$ cat src/include/dbg_macros.svh
`ifndef DBG_MACROS_SVH
`define DBG_MACROS_SVH

// register and bus sizes.
`define DBG_DR_WIDTH 64
`define DBG_ADDR_WIDTH 16
`define DBG_DATA_WIDTH 32
`define DBG_NB_CORES 2
`define DBG_RESULT_WIDTH 33

// breakpoint, stall and reset flags for each core.
`define DBG_STATUS_WIDTH (3 * `DBG_NB_CORES)

// field positions in the data register.
`define DBG_SEL_BIT 63
`define DBG_MOD_MSB 62
`define DBG_MOD_LSB 58
`define DBG_OP_MSB 62
`define DBG_OP_LSB 59
`define DBG_DATA_MSB 58
`define DBG_DATA_LSB 27
`define DBG_ADDR_MSB 26
`define DBG_ADDR_LSB 11

`endif

$ cat src/source/dbg_pkg.sv
`default_nettype none

package dbg_pkg;

	// module ids above 1 select nothing.
	typedef enum logic [4:0] {
		MOD_BUS = 5'd0,
		MOD_CPU = 5'd1
	} dbg_module_e;

	// opcodes of a module command.
	typedef enum logic [3:0] {
		OP_NOP        = 4'd0,
		OP_BUS_WRITE  = 4'd1,
		OP_BUS_READ   = 4'd2,
		OP_CPU_WRITE  = 4'd3,
		OP_CPU_STATUS = 4'd4
	} dbg_op_e;

	typedef enum logic [1:0] {
		BUS_IDLE      = 2'd0,
		BUS_REQ       = 2'd1, // stb raised and waiting for ack.
		BUS_WAIT_DONE = 2'd2
	} bus_state_e;

endpackage

`default_nettype wire

$ cat src/source/dbg_bus_engine.sv
`timescale 1ns/100ps
`default_nettype none
`include "dbg_macros.svh"

module dbg_bus_engine
	import dbg_pkg::*;
(
	input  logic                          tck_i,
	input  logic                          trstn_i,
	input  logic                          start_i,
	input  dbg_op_e                       op_i,
	input  logic [`DBG_ADDR_WIDTH-1:0]    addr_i,
	input  logic [`DBG_DATA_WIDTH-1:0]    wdata_i,
	output logic                          busy_o,
	output logic                          done_o,
	output logic [`DBG_DATA_WIDTH-1:0]    rdata_o,
	output logic                          bus_stb_o,
	output logic                          bus_we_o,
	output logic [`DBG_ADDR_WIDTH-1:0]    bus_addr_o,
	output logic [`DBG_DATA_WIDTH-1:0]    bus_wdata_o,
	input  logic                          bus_ack_i,
	input  logic [`DBG_DATA_WIDTH-1:0]    bus_rdata_i
);

	bus_state_e                    state_q;
	logic                          stb_q;
	logic                          we_q;
	logic                          done_q;
	logic [`DBG_ADDR_WIDTH-1:0]    addr_q;
	logic [`DBG_DATA_WIDTH-1:0]    wdata_q;
	logic [`DBG_DATA_WIDTH-1:0]    rdata_q;
	logic                          is_bus_op;
	logic                          launch;

	assign is_bus_op = (op_i == OP_BUS_WRITE) || (op_i == OP_BUS_READ);
	assign launch = (state_q == BUS_IDLE) && start_i && is_bus_op; // other opcodes are dropped.

	always_ff @(posedge tck_i or negedge trstn_i) begin
		if (!trstn_i) begin
			state_q <= BUS_IDLE;
			stb_q <= 1'b0;
			we_q <= 1'b0;
			done_q <= 1'b0;
			rdata_q <= '0;
		end else begin
			case (state_q)
				BUS_IDLE: begin
					if (launch) begin
						state_q <= BUS_REQ;
						we_q <= (op_i == OP_BUS_WRITE);
						done_q <= 1'b0;
					end
				end
				BUS_REQ: begin
					// stb goes up one cycle after the request is taken.
					if (!stb_q) begin
						stb_q <= 1'b1;
					end else if (bus_ack_i) begin
						stb_q <= 1'b0;
						state_q <= BUS_WAIT_DONE;
						if (!we_q)
							rdata_q <= bus_rdata_i;
					end
				end
				BUS_WAIT_DONE: begin
					done_q <= 1'b1;
					we_q <= 1'b0;
					state_q <= BUS_IDLE;
				end
				default: state_q <= BUS_IDLE;
			endcase
		end
	end

	// address and data stay put for the whole access.
	always_ff @(posedge tck_i) begin
		if (launch) begin
			addr_q <= addr_i;
			wdata_q <= wdata_i;
		end
	end

	assign busy_o = (state_q != BUS_IDLE);
	assign done_o = done_q;
	assign rdata_o = rdata_q;
	assign bus_stb_o = stb_q;
	assign bus_we_o = we_q;
	assign bus_addr_o = addr_q;
	assign bus_wdata_o = wdata_q;

endmodule

`default_nettype wire

$ cat src/source/dbg_cmd_decode.sv
`timescale 1ns/100ps
`default_nettype none
`include "dbg_macros.svh"

module dbg_cmd_decode
	import dbg_pkg::*;
(
	input  logic                          tck_i,
	input  logic                          trstn_i,
	input  logic                          tdi_i,
	input  logic                          shift_dr_i,
	input  logic                          update_dr_i,
	input  logic                          debug_select_i,
	input  logic                          busy_i,
	output dbg_module_e                   module_o,
	output logic                          bus_start_o,
	output logic                          cpu_start_o,
	output dbg_op_e                       op_o,
	output logic [`DBG_ADDR_WIDTH-1:0]    addr_o,
	output logic [`DBG_DATA_WIDTH-1:0]    wdata_o
);

	logic [`DBG_DR_WIDTH-1:0]      dr_q;
	dbg_module_e                   module_q;
	dbg_op_e                       op_q;
	logic                          bus_start_q;
	logic                          cpu_start_q;
	logic [`DBG_ADDR_WIDTH-1:0]    addr_q;
	logic [`DBG_DATA_WIDTH-1:0]    wdata_q;
	logic                          cmd_valid;
	logic                          cmd_launch;

	// a running access blocks both kinds of command.
	assign cmd_valid = update_dr_i && debug_select_i && !busy_i;
	assign cmd_launch = cmd_valid && !dr_q[`DBG_SEL_BIT];

	// tdi enters at the top, lsb first.
	always_ff @(posedge tck_i or negedge trstn_i) begin
		if (!trstn_i)
			dr_q <= '0;
		else if (shift_dr_i && debug_select_i)
			dr_q <= {tdi_i, dr_q[`DBG_DR_WIDTH-1:1]};
	end

	always_ff @(posedge tck_i or negedge trstn_i) begin
		if (!trstn_i) begin
			module_q <= MOD_BUS;
			op_q <= OP_NOP;
			bus_start_q <= 1'b0;
			cpu_start_q <= 1'b0;
		end else begin
			bus_start_q <= 1'b0; // pulses last one cycle.
			cpu_start_q <= 1'b0;
			if (cmd_valid && dr_q[`DBG_SEL_BIT]) begin
				module_q <= dbg_module_e'(dr_q[`DBG_MOD_MSB:`DBG_MOD_LSB]);
			end else if (cmd_launch) begin
				op_q <= dbg_op_e'(dr_q[`DBG_OP_MSB:`DBG_OP_LSB]);
				bus_start_q <= (module_q == MOD_BUS);
				cpu_start_q <= (module_q == MOD_CPU); // unmapped ids start nothing.
			end
		end
	end

	always_ff @(posedge tck_i) begin
		if (cmd_launch) begin
			addr_q <= dr_q[`DBG_ADDR_MSB:`DBG_ADDR_LSB];
			wdata_q <= dr_q[`DBG_DATA_MSB:`DBG_DATA_LSB];
		end
	end

	assign module_o = module_q;
	assign op_o = op_q;
	assign bus_start_o = bus_start_q;
	assign cpu_start_o = cpu_start_q;
	assign addr_o = addr_q;
	assign wdata_o = wdata_q;

endmodule

`default_nettype wire

$ cat src/source/dbg_cpu_ctrl.sv
`timescale 1ns/100ps
`default_nettype none
`include "dbg_macros.svh"

module dbg_cpu_ctrl
	import dbg_pkg::*;
(
	input  logic                            tck_i,
	input  logic                            trstn_i,
	input  logic                            start_i,
	input  dbg_op_e                         op_i,
	input  logic [`DBG_DATA_WIDTH-1:0]      wdata_i,
	input  logic [`DBG_NB_CORES-1:0]        cpu_bp_i,
	output logic [`DBG_NB_CORES-1:0]        cpu_stall_o,
	output logic [`DBG_NB_CORES-1:0]        cpu_rst_o,
	output logic [`DBG_STATUS_WIDTH-1:0]    status_o
);

	logic [`DBG_NB_CORES-1:0]    stall_q;
	logic [`DBG_NB_CORES-1:0]    rst_q;
	logic [`DBG_NB_CORES-1:0]    bp_q;
	logic                        cpu_write;

	assign cpu_write = start_i && (op_i == OP_CPU_WRITE);

	always_ff @(posedge tck_i or negedge trstn_i) begin
		if (!trstn_i) begin
			stall_q <= '0;
			rst_q <= '0;
			bp_q <= '0;
		end else if (cpu_write) begin
			stall_q <= wdata_i[`DBG_NB_CORES-1:0] | cpu_bp_i;
			rst_q <= wdata_i[2*`DBG_NB_CORES-1:`DBG_NB_CORES];
			bp_q <= cpu_bp_i; // a breakpoint still held wins over the clear.
		end else begin
			stall_q <= stall_q | cpu_bp_i;
			bp_q <= bp_q | cpu_bp_i;
		end
	end

	assign cpu_stall_o = stall_q;
	assign cpu_rst_o = rst_q;
	assign status_o = {bp_q, stall_q, rst_q};

endmodule

`default_nettype wire

$ cat src/source/dbg_result_shift.sv
`timescale 1ns/100ps
`default_nettype none
`include "dbg_macros.svh"

module dbg_result_shift
	import dbg_pkg::*;
(
	input  logic                            tck_i,
	input  logic                            trstn_i,
	input  logic                            capture_dr_i,
	input  logic                            shift_dr_i,
	input  logic                            debug_select_i,
	input  dbg_module_e                     module_i,
	input  logic                            done_i,
	input  logic [`DBG_DATA_WIDTH-1:0]      rdata_i,
	input  logic [`DBG_STATUS_WIDTH-1:0]    status_i,
	output logic                            tdo_o
);

	logic [`DBG_RESULT_WIDTH-1:0]    result_q;
	logic [`DBG_RESULT_WIDTH-1:0]    result_d;

	// the low bit is the bus done flag or a constant 1 for the cpu.
	always_comb begin
		case (module_i)
			MOD_BUS: result_d = {rdata_i, done_i};
			MOD_CPU: result_d = {{(`DBG_DATA_WIDTH-`DBG_STATUS_WIDTH){1'b0}}, status_i, 1'b1};
			default: result_d = '0;
		endcase
	end

	always_ff @(posedge tck_i or negedge trstn_i) begin
		if (!trstn_i)
			result_q <= '0;
		else if (capture_dr_i)
			result_q <= result_d;
		else if (shift_dr_i && debug_select_i)
			result_q <= {1'b0, result_q[`DBG_RESULT_WIDTH-1:1]}; // zeros follow the result.
	end

	assign tdo_o = result_q[0];

endmodule

`default_nettype wire

$ cat src/source/dbg_top.sv
`timescale 1ns/100ps
`default_nettype none
`include "dbg_macros.svh"

module dbg_top
	import dbg_pkg::*;
(
	input  logic                          tck_i,
	input  logic                          trstn_i,
	input  logic                          tdi_i,
	output logic                          tdo_o,
	input  logic                          shift_dr_i,
	input  logic                          update_dr_i,
	input  logic                          capture_dr_i,
	input  logic                          debug_select_i,
	output logic                          bus_stb_o,
	output logic                          bus_we_o,
	output logic [`DBG_ADDR_WIDTH-1:0]    bus_addr_o,
	output logic [`DBG_DATA_WIDTH-1:0]    bus_wdata_o,
	input  logic                          bus_ack_i,
	input  logic [`DBG_DATA_WIDTH-1:0]    bus_rdata_i,
	input  logic [`DBG_NB_CORES-1:0]      cpu_bp_i,
	output logic [`DBG_NB_CORES-1:0]      cpu_stall_o,
	output logic [`DBG_NB_CORES-1:0]      cpu_rst_o
);

	dbg_module_e                     module_sel;
	dbg_op_e                         op;
	logic                            bus_start;
	logic                            cpu_start;
	logic                            bus_busy;
	logic                            bus_done;
	logic [`DBG_ADDR_WIDTH-1:0]      cmd_addr;
	logic [`DBG_DATA_WIDTH-1:0]      cmd_wdata;
	logic [`DBG_DATA_WIDTH-1:0]      bus_rdata;
	logic [`DBG_STATUS_WIDTH-1:0]    cpu_status;

	dbg_cmd_decode i_cmd_decode (
		.tck_i          (tck_i),
		.trstn_i        (trstn_i),
		.tdi_i          (tdi_i),
		.shift_dr_i     (shift_dr_i),
		.update_dr_i    (update_dr_i),
		.debug_select_i (debug_select_i),
		.busy_i         (bus_busy),
		.module_o       (module_sel),
		.bus_start_o    (bus_start),
		.cpu_start_o    (cpu_start),
		.op_o           (op),
		.addr_o         (cmd_addr),
		.wdata_o        (cmd_wdata)
	);

	dbg_bus_engine i_bus_engine (
		.tck_i       (tck_i),
		.trstn_i     (trstn_i),
		.start_i     (bus_start),
		.op_i        (op),
		.addr_i      (cmd_addr),
		.wdata_i     (cmd_wdata),
		.busy_o      (bus_busy),
		.done_o      (bus_done),
		.rdata_o     (bus_rdata),
		.bus_stb_o   (bus_stb_o),
		.bus_we_o    (bus_we_o),
		.bus_addr_o  (bus_addr_o),
		.bus_wdata_o (bus_wdata_o),
		.bus_ack_i   (bus_ack_i),
		.bus_rdata_i (bus_rdata_i)
	);

	dbg_cpu_ctrl i_cpu_ctrl (
		.tck_i       (tck_i),
		.trstn_i     (trstn_i),
		.start_i     (cpu_start),
		.op_i        (op),
		.wdata_i     (cmd_wdata),
		.cpu_bp_i    (cpu_bp_i),
		.cpu_stall_o (cpu_stall_o),
		.cpu_rst_o   (cpu_rst_o),
		.status_o    (cpu_status)
	);

	dbg_result_shift i_result_shift (
		.tck_i          (tck_i),
		.trstn_i        (trstn_i),
		.capture_dr_i   (capture_dr_i),
		.shift_dr_i     (shift_dr_i),
		.debug_select_i (debug_select_i),
		.module_i       (module_sel),
		.done_i         (bus_done),
		.rdata_i        (bus_rdata),
		.status_i       (cpu_status),
		.tdo_o          (tdo_o)
	);

endmodule

`default_nettype wire

$ cat config.mk
export PLATFORM = sky130hd
export DESIGN_NAME = dbg_top
export DESIGN_NICKNAME = d
export VERILOG_FILES = /design/src/source/dbg_pkg.sv /design/src/source/dbg_bus_engine.sv /design/src/source/dbg_cmd_decode.sv /design/src/source/dbg_cpu_ctrl.sv /design/src/source/dbg_result_shift.sv /design/src/source/dbg_top.sv
export VERILOG_INCLUDE_DIRS = /design/src /design/src/include
export SDC_FILE = /design/constraint.sdc
export NUM_CORES = 1
export LEC_CHECK = 0
export ABC_AREA = 0
export CORE_MARGIN = 2
export CORE_UTILIZATION = 65
export DETAILED_ROUTE_END_ITERATION = 6
export DONT_BUFFER_PORTS = 1
export HOLD_SLACK_MARGIN = 0.06
export PLACE_DENSITY = 0.81
export RECOVER_POWER = 50
export SYNTH_ARGS = -nofsm -noshare
export SYNTH_HDL_FRONTEND = slang
export SYNTH_SLANG_ARGS = --single-unit
export TNS_END_PERCENT = 100
$ cat constraint.sdc
create_clock -name tck_i -period 5.3 [get_ports tck_i]
set_clock_uncertainty 0.2 [all_clocks]
set_input_delay 1.06 -clock tck_i [delete_from_list [all_inputs] [get_ports tck_i]]
set_output_delay 1.06 -clock tck_i [all_outputs]
set_load 0.02 [all_outputs]
==> impl_metrics.json <==
{
  "post_cts_resized": 0,
  "vias": 3937,
  "r2r-start": "i_cmd_decode.module_o[4]",
  "drcViolationCount": 0,
  "critPathArrivalTime_ns": 3.72,
  "crit_start": "shift_dr_i",
  "holdCritStartpoint": "i_cmd_decode.addr_o[12]",
  "status": "finished, violations left",
  "cp_max_fo": 49,
  "r2r-end": "i_result_shift.result_q[20]",
  "synth_common_cells": "dfrtp_1 (140), mux2_2 (97), edfxtp_1 (96)",
  "seq_power_share_pct": 56.7,
  "antenna_found_initial": 4,
  "yosys.area.top_type_share_pct": 40.8,
  "yosysWarnings": 0,
  "slew_headroom_pct": -40.8,
  "core_um2": 12800,
  "wl_per_cell_um": 20.8,
  "min_path_type": "reg -> reg",
  "rsz0062_at_grt": "false",
  "overflow": 0,
  "synthMostInstantiatedCell": "dfrtp_1",
  "crit_required_ns": 5.47,
  "area_delta_synth_final_pct": 8.85,
  "yosys_register_bits": 236,
  "io_buffers": 0,
  "worst_slew_pin_slew_ns": 2.11,
  "synth_cells": 475,
  "cts-root-buf": "clkbuf_16",
  "r2r_slack_ns": 2.14,
  "synth_fp_nets": 517,
  "post_drt_via_cell_ratio": 5.88,
  "dieHeight_um": 119,
  "initial_core_util_pct": 67.2,
  "grt_pass1_vias": 4268,
  "num_rows": 41,
  "cpPeakStageDelay_ns": 1.46,
  "grt_max_degree": 141,
  "clk_latency_ns": 0.50,
  "combPwrFrac_pct": 9.4,
  "tritoncts": "built",
  "place.detailed.hpwl_um": 8200,
  "crit_path_start_kind": "primary input",
  "ys_async_sr_fraction_pct": 59.3,
  "maxCapViolations": 2,
  "synth_edf_count": 96,
  "reg2reg_depth": 3,
  "drt_pass1_iterations": 4,
  "ioPinCount": 97,
  "crit_path_end_kind": "flip-flop",
  "drive_gt1_share_pct": 27.3,
  "groute.usage.overall_pct": 20.7,
  "cpLargestDelayFamily": "simple AND/OR/NAND/NOR gates",
  "p_leak_nw": 3.97,
  "setup_violations": 0,
  "wl_um": 13900,
  "finalPower_mw": 4.21,
  "holdPathEnd": "i_bus_engine.bus_addr_o[12]",
  "path_clk_slew_ns": 0.06,
  "peakVddDrop_mv": 0.335,
  "yosysUniqueCellTypes": 37,
  "ys.flop_type": "dfrtp_1",
  "internal_power_mw": 3.20,
  "p_sw_share_pct": 23.9,
  "grt_pass1_wl_um": 23100,
  "drt-initial-drc-count": 248,
  "switching_power_mw": 1.01,
  "path_cells": "nand2_1 > buf_4 > mux2i_1 > o2bb2ai_1",
  "hold_viol_final": 0,
  "worstHoldPathCells": 0,
  "ys_seq_area_share_pct": 74.4,
  "crit_buf_inv": 1,
  "fmax_mhz": 282,
  "fill_cells": 740,
  "die_w_um": 119,
  "fin_crit_sh_pct": 67.0,
  "htreeDepth": 1,
  "crit_type": "in -> reg",
  "postRouteAntennaNets": 0,
  "fin_setup_tns_ns": 0,
  "cts_buffer_depth": 3,
  "cts_made_buffers": 22,
  "yosys.area.top_type": "dfrtp_1",
  "min_period_ns": 3.55,
  "violations": "max-capacitance violations, max-slew violations",
  "drv_slew": 61,
  "post_cts_buffers": 0,
  "crit_slowest_cell": "nand2_1",
  "ys_top_cells_by_area": "dfrtp_1 (41%), edfxtp_1 (34%), mux2_2 (13%), mux2i_1 (3.6%), o2bb2ai_1 (2.6%)",
  "avgSynthCellArea_um2": 18.1,
  "pwr-share-clk_pct": 33.9,
  "gp_congestion": 0.727,
  "die_area_um2": 14100,
  "cellPowerDensity_nw_per_um2": 451,
  "cts_sinks": 236,
  "synthesis.area_um2": 8580,
  "nNetsFinal": 520
}
worst register-to-register path: cells and delay by family (launching register included):
| kind | cells | cell delay [ns] |
|---|---|---|
| and+or+nand+nor | 2 | 2.27 |
| DFF | 1 | 0.38 |
| AOI/OAI and AO/OA | 1 | 0.21 |
per-stage QoR:
step	util (%)	hold slack (ns)	area, µm²	cells	worst slack, ns
finish	73.1	0.212	9340	669	1.75
global route	73.1	0.219	9340	668	1.55
CTS	73.2	0.213	9350	666	2.86
detailed placement	67.9	0.205	8680	625	2.41
global placement	67.9	0.201	8680	625	2.47
floorplan	-	0.200	8580	475	1.82
layout by cell type (no fill, tap or decap), types with 2 or more instances in the layout:
| cell type | count |
|---|---|
| diode_2 | 3 |
| nand2_1 | 4 |
| a211oi_1 | 2 |
| a211o_1 | 2 |
| edfxtp_1 | 96 |
| mux2_1 | 5 |
| buf_4 | 2 |
| clkbuf_1 | 8 |
| clkinv_1 | 4 |
| inv_1 | 4 |
| mux2i_1 | 31 |
| clkinv_2 | 3 |
| a21o_1 | 2 |
| a21oi_1 | 2 |
| and3_1 | 3 |
| nor3b_1 | 2 |
| nor2_1 | 4 |
| o2bb2ai_1 | 25 |
| dfrtp_1 | 140 |
| mux2_2 | 97 |
| clkbuf_16 | 22 |
| and2_1 | 2 |
| o21ai_0 | 7 |
| nand3_1 | 8 |
state kept, by name, indices dropped and copies added, names as in the netlist:
| signal | cells |
|---|---|
| i_bus_engine.bus_we_o | 1 |
| i_result_shift.result_q | 33 |
| i_bus_engine.bus_wdata_o | 32 |
| i_cmd_decode.bus_start_o | 1 |
| i_bus_engine.bus_stb_o | 1 |
| i_bus_engine.rdata_o | 32 |
| i_cmd_decode.module_o | 5 |
| i_cpu_ctrl.cpu_rst_o | 2 |
| i_cpu_ctrl.bp_q | 2 |
| i_cmd_decode.wdata_o | 32 |
| i_bus_engine.bus_addr_o | 16 |
| i_cmd_decode.addr_o | 16 |
| i_cpu_ctrl.cpu_stall_o | 2 |
| i_bus_engine.done_o | 1 |
| i_cmd_decode.cpu_start_o | 1 |
| i_cmd_decode.dr_q | 53 |
| i_cmd_decode.op_o | 4 |
| i_bus_engine.state_q | 2 |
power by group through the flow:
stage	clock, mW	sequential (mW)	combinational (mW)
floorplan	0	2.35	0.342
global placement	0	2.40	0.352
detailed placement	0	2.43	0.380
CTS	1.45	2.40	0.408
global route	1.53	2.43	0.440
finish	1.43	2.39	0.397
worst max-delay path by stage:
| stage | endpoint | cells after the start | slack, ns |
|---|---|---|---|
| after floorplan | i_cmd_decode.op_o[0] | 3 | 1.82 |
| after global placement | i_cmd_decode.dr_q[27] | 3 | 2.47 |
| after detailed placement | i_cmd_decode.dr_q[31] | 3 | 2.41 |
| after CTS | i_result_shift.result_q[20] | 3 | 2.86 |
| after global routing | i_result_shift.result_q[20] | 4 | 1.55 |
| final | i_result_shift.result_q[20] | 4 | 1.75 |
final cells by class:
class / count / area [µm²] / share of cell area [%]
inverters: 5 / 18.8 / 0.201
clock buffers: 31 / 594 / 6.36
clock inverters: 9 / 55.1 / 0.589
repair buffers: 3 / 42.5 / 0.456
multi-input cells: 210 / 2020 / 21.6
flip-flops and latches: 236 / 6390 / 68.4
well taps: 172 / 215 / 2.30
diodes: 3 / 7.51 / 0.0804
metal layers:
metal  GRT usage (%)  wire length, µm  share of wire [%]
met2            35.6             7130                 51
met4            6.32              336                2.4
met1            26.7             5780                 42
met3            4.65              630                4.5
met5               0               13              0.094
what timing repair did:
item / CTS / global route
hold buffers: 1 / 0
endpoints found under the setup margin: 0 / 0
endpoints found under the hold margin: 140 / 0
kinds of logic after synthesis:
logic type,share of synthesized area [%]
and+or+nand+nor,2.54
muxes,17.0
AOI/OAI and AO/OA,3.97
xor gates and xnor gates,0.102
DFF,74.4
buffers and inverters,1.95
Power figures use the tool's default switching activity.
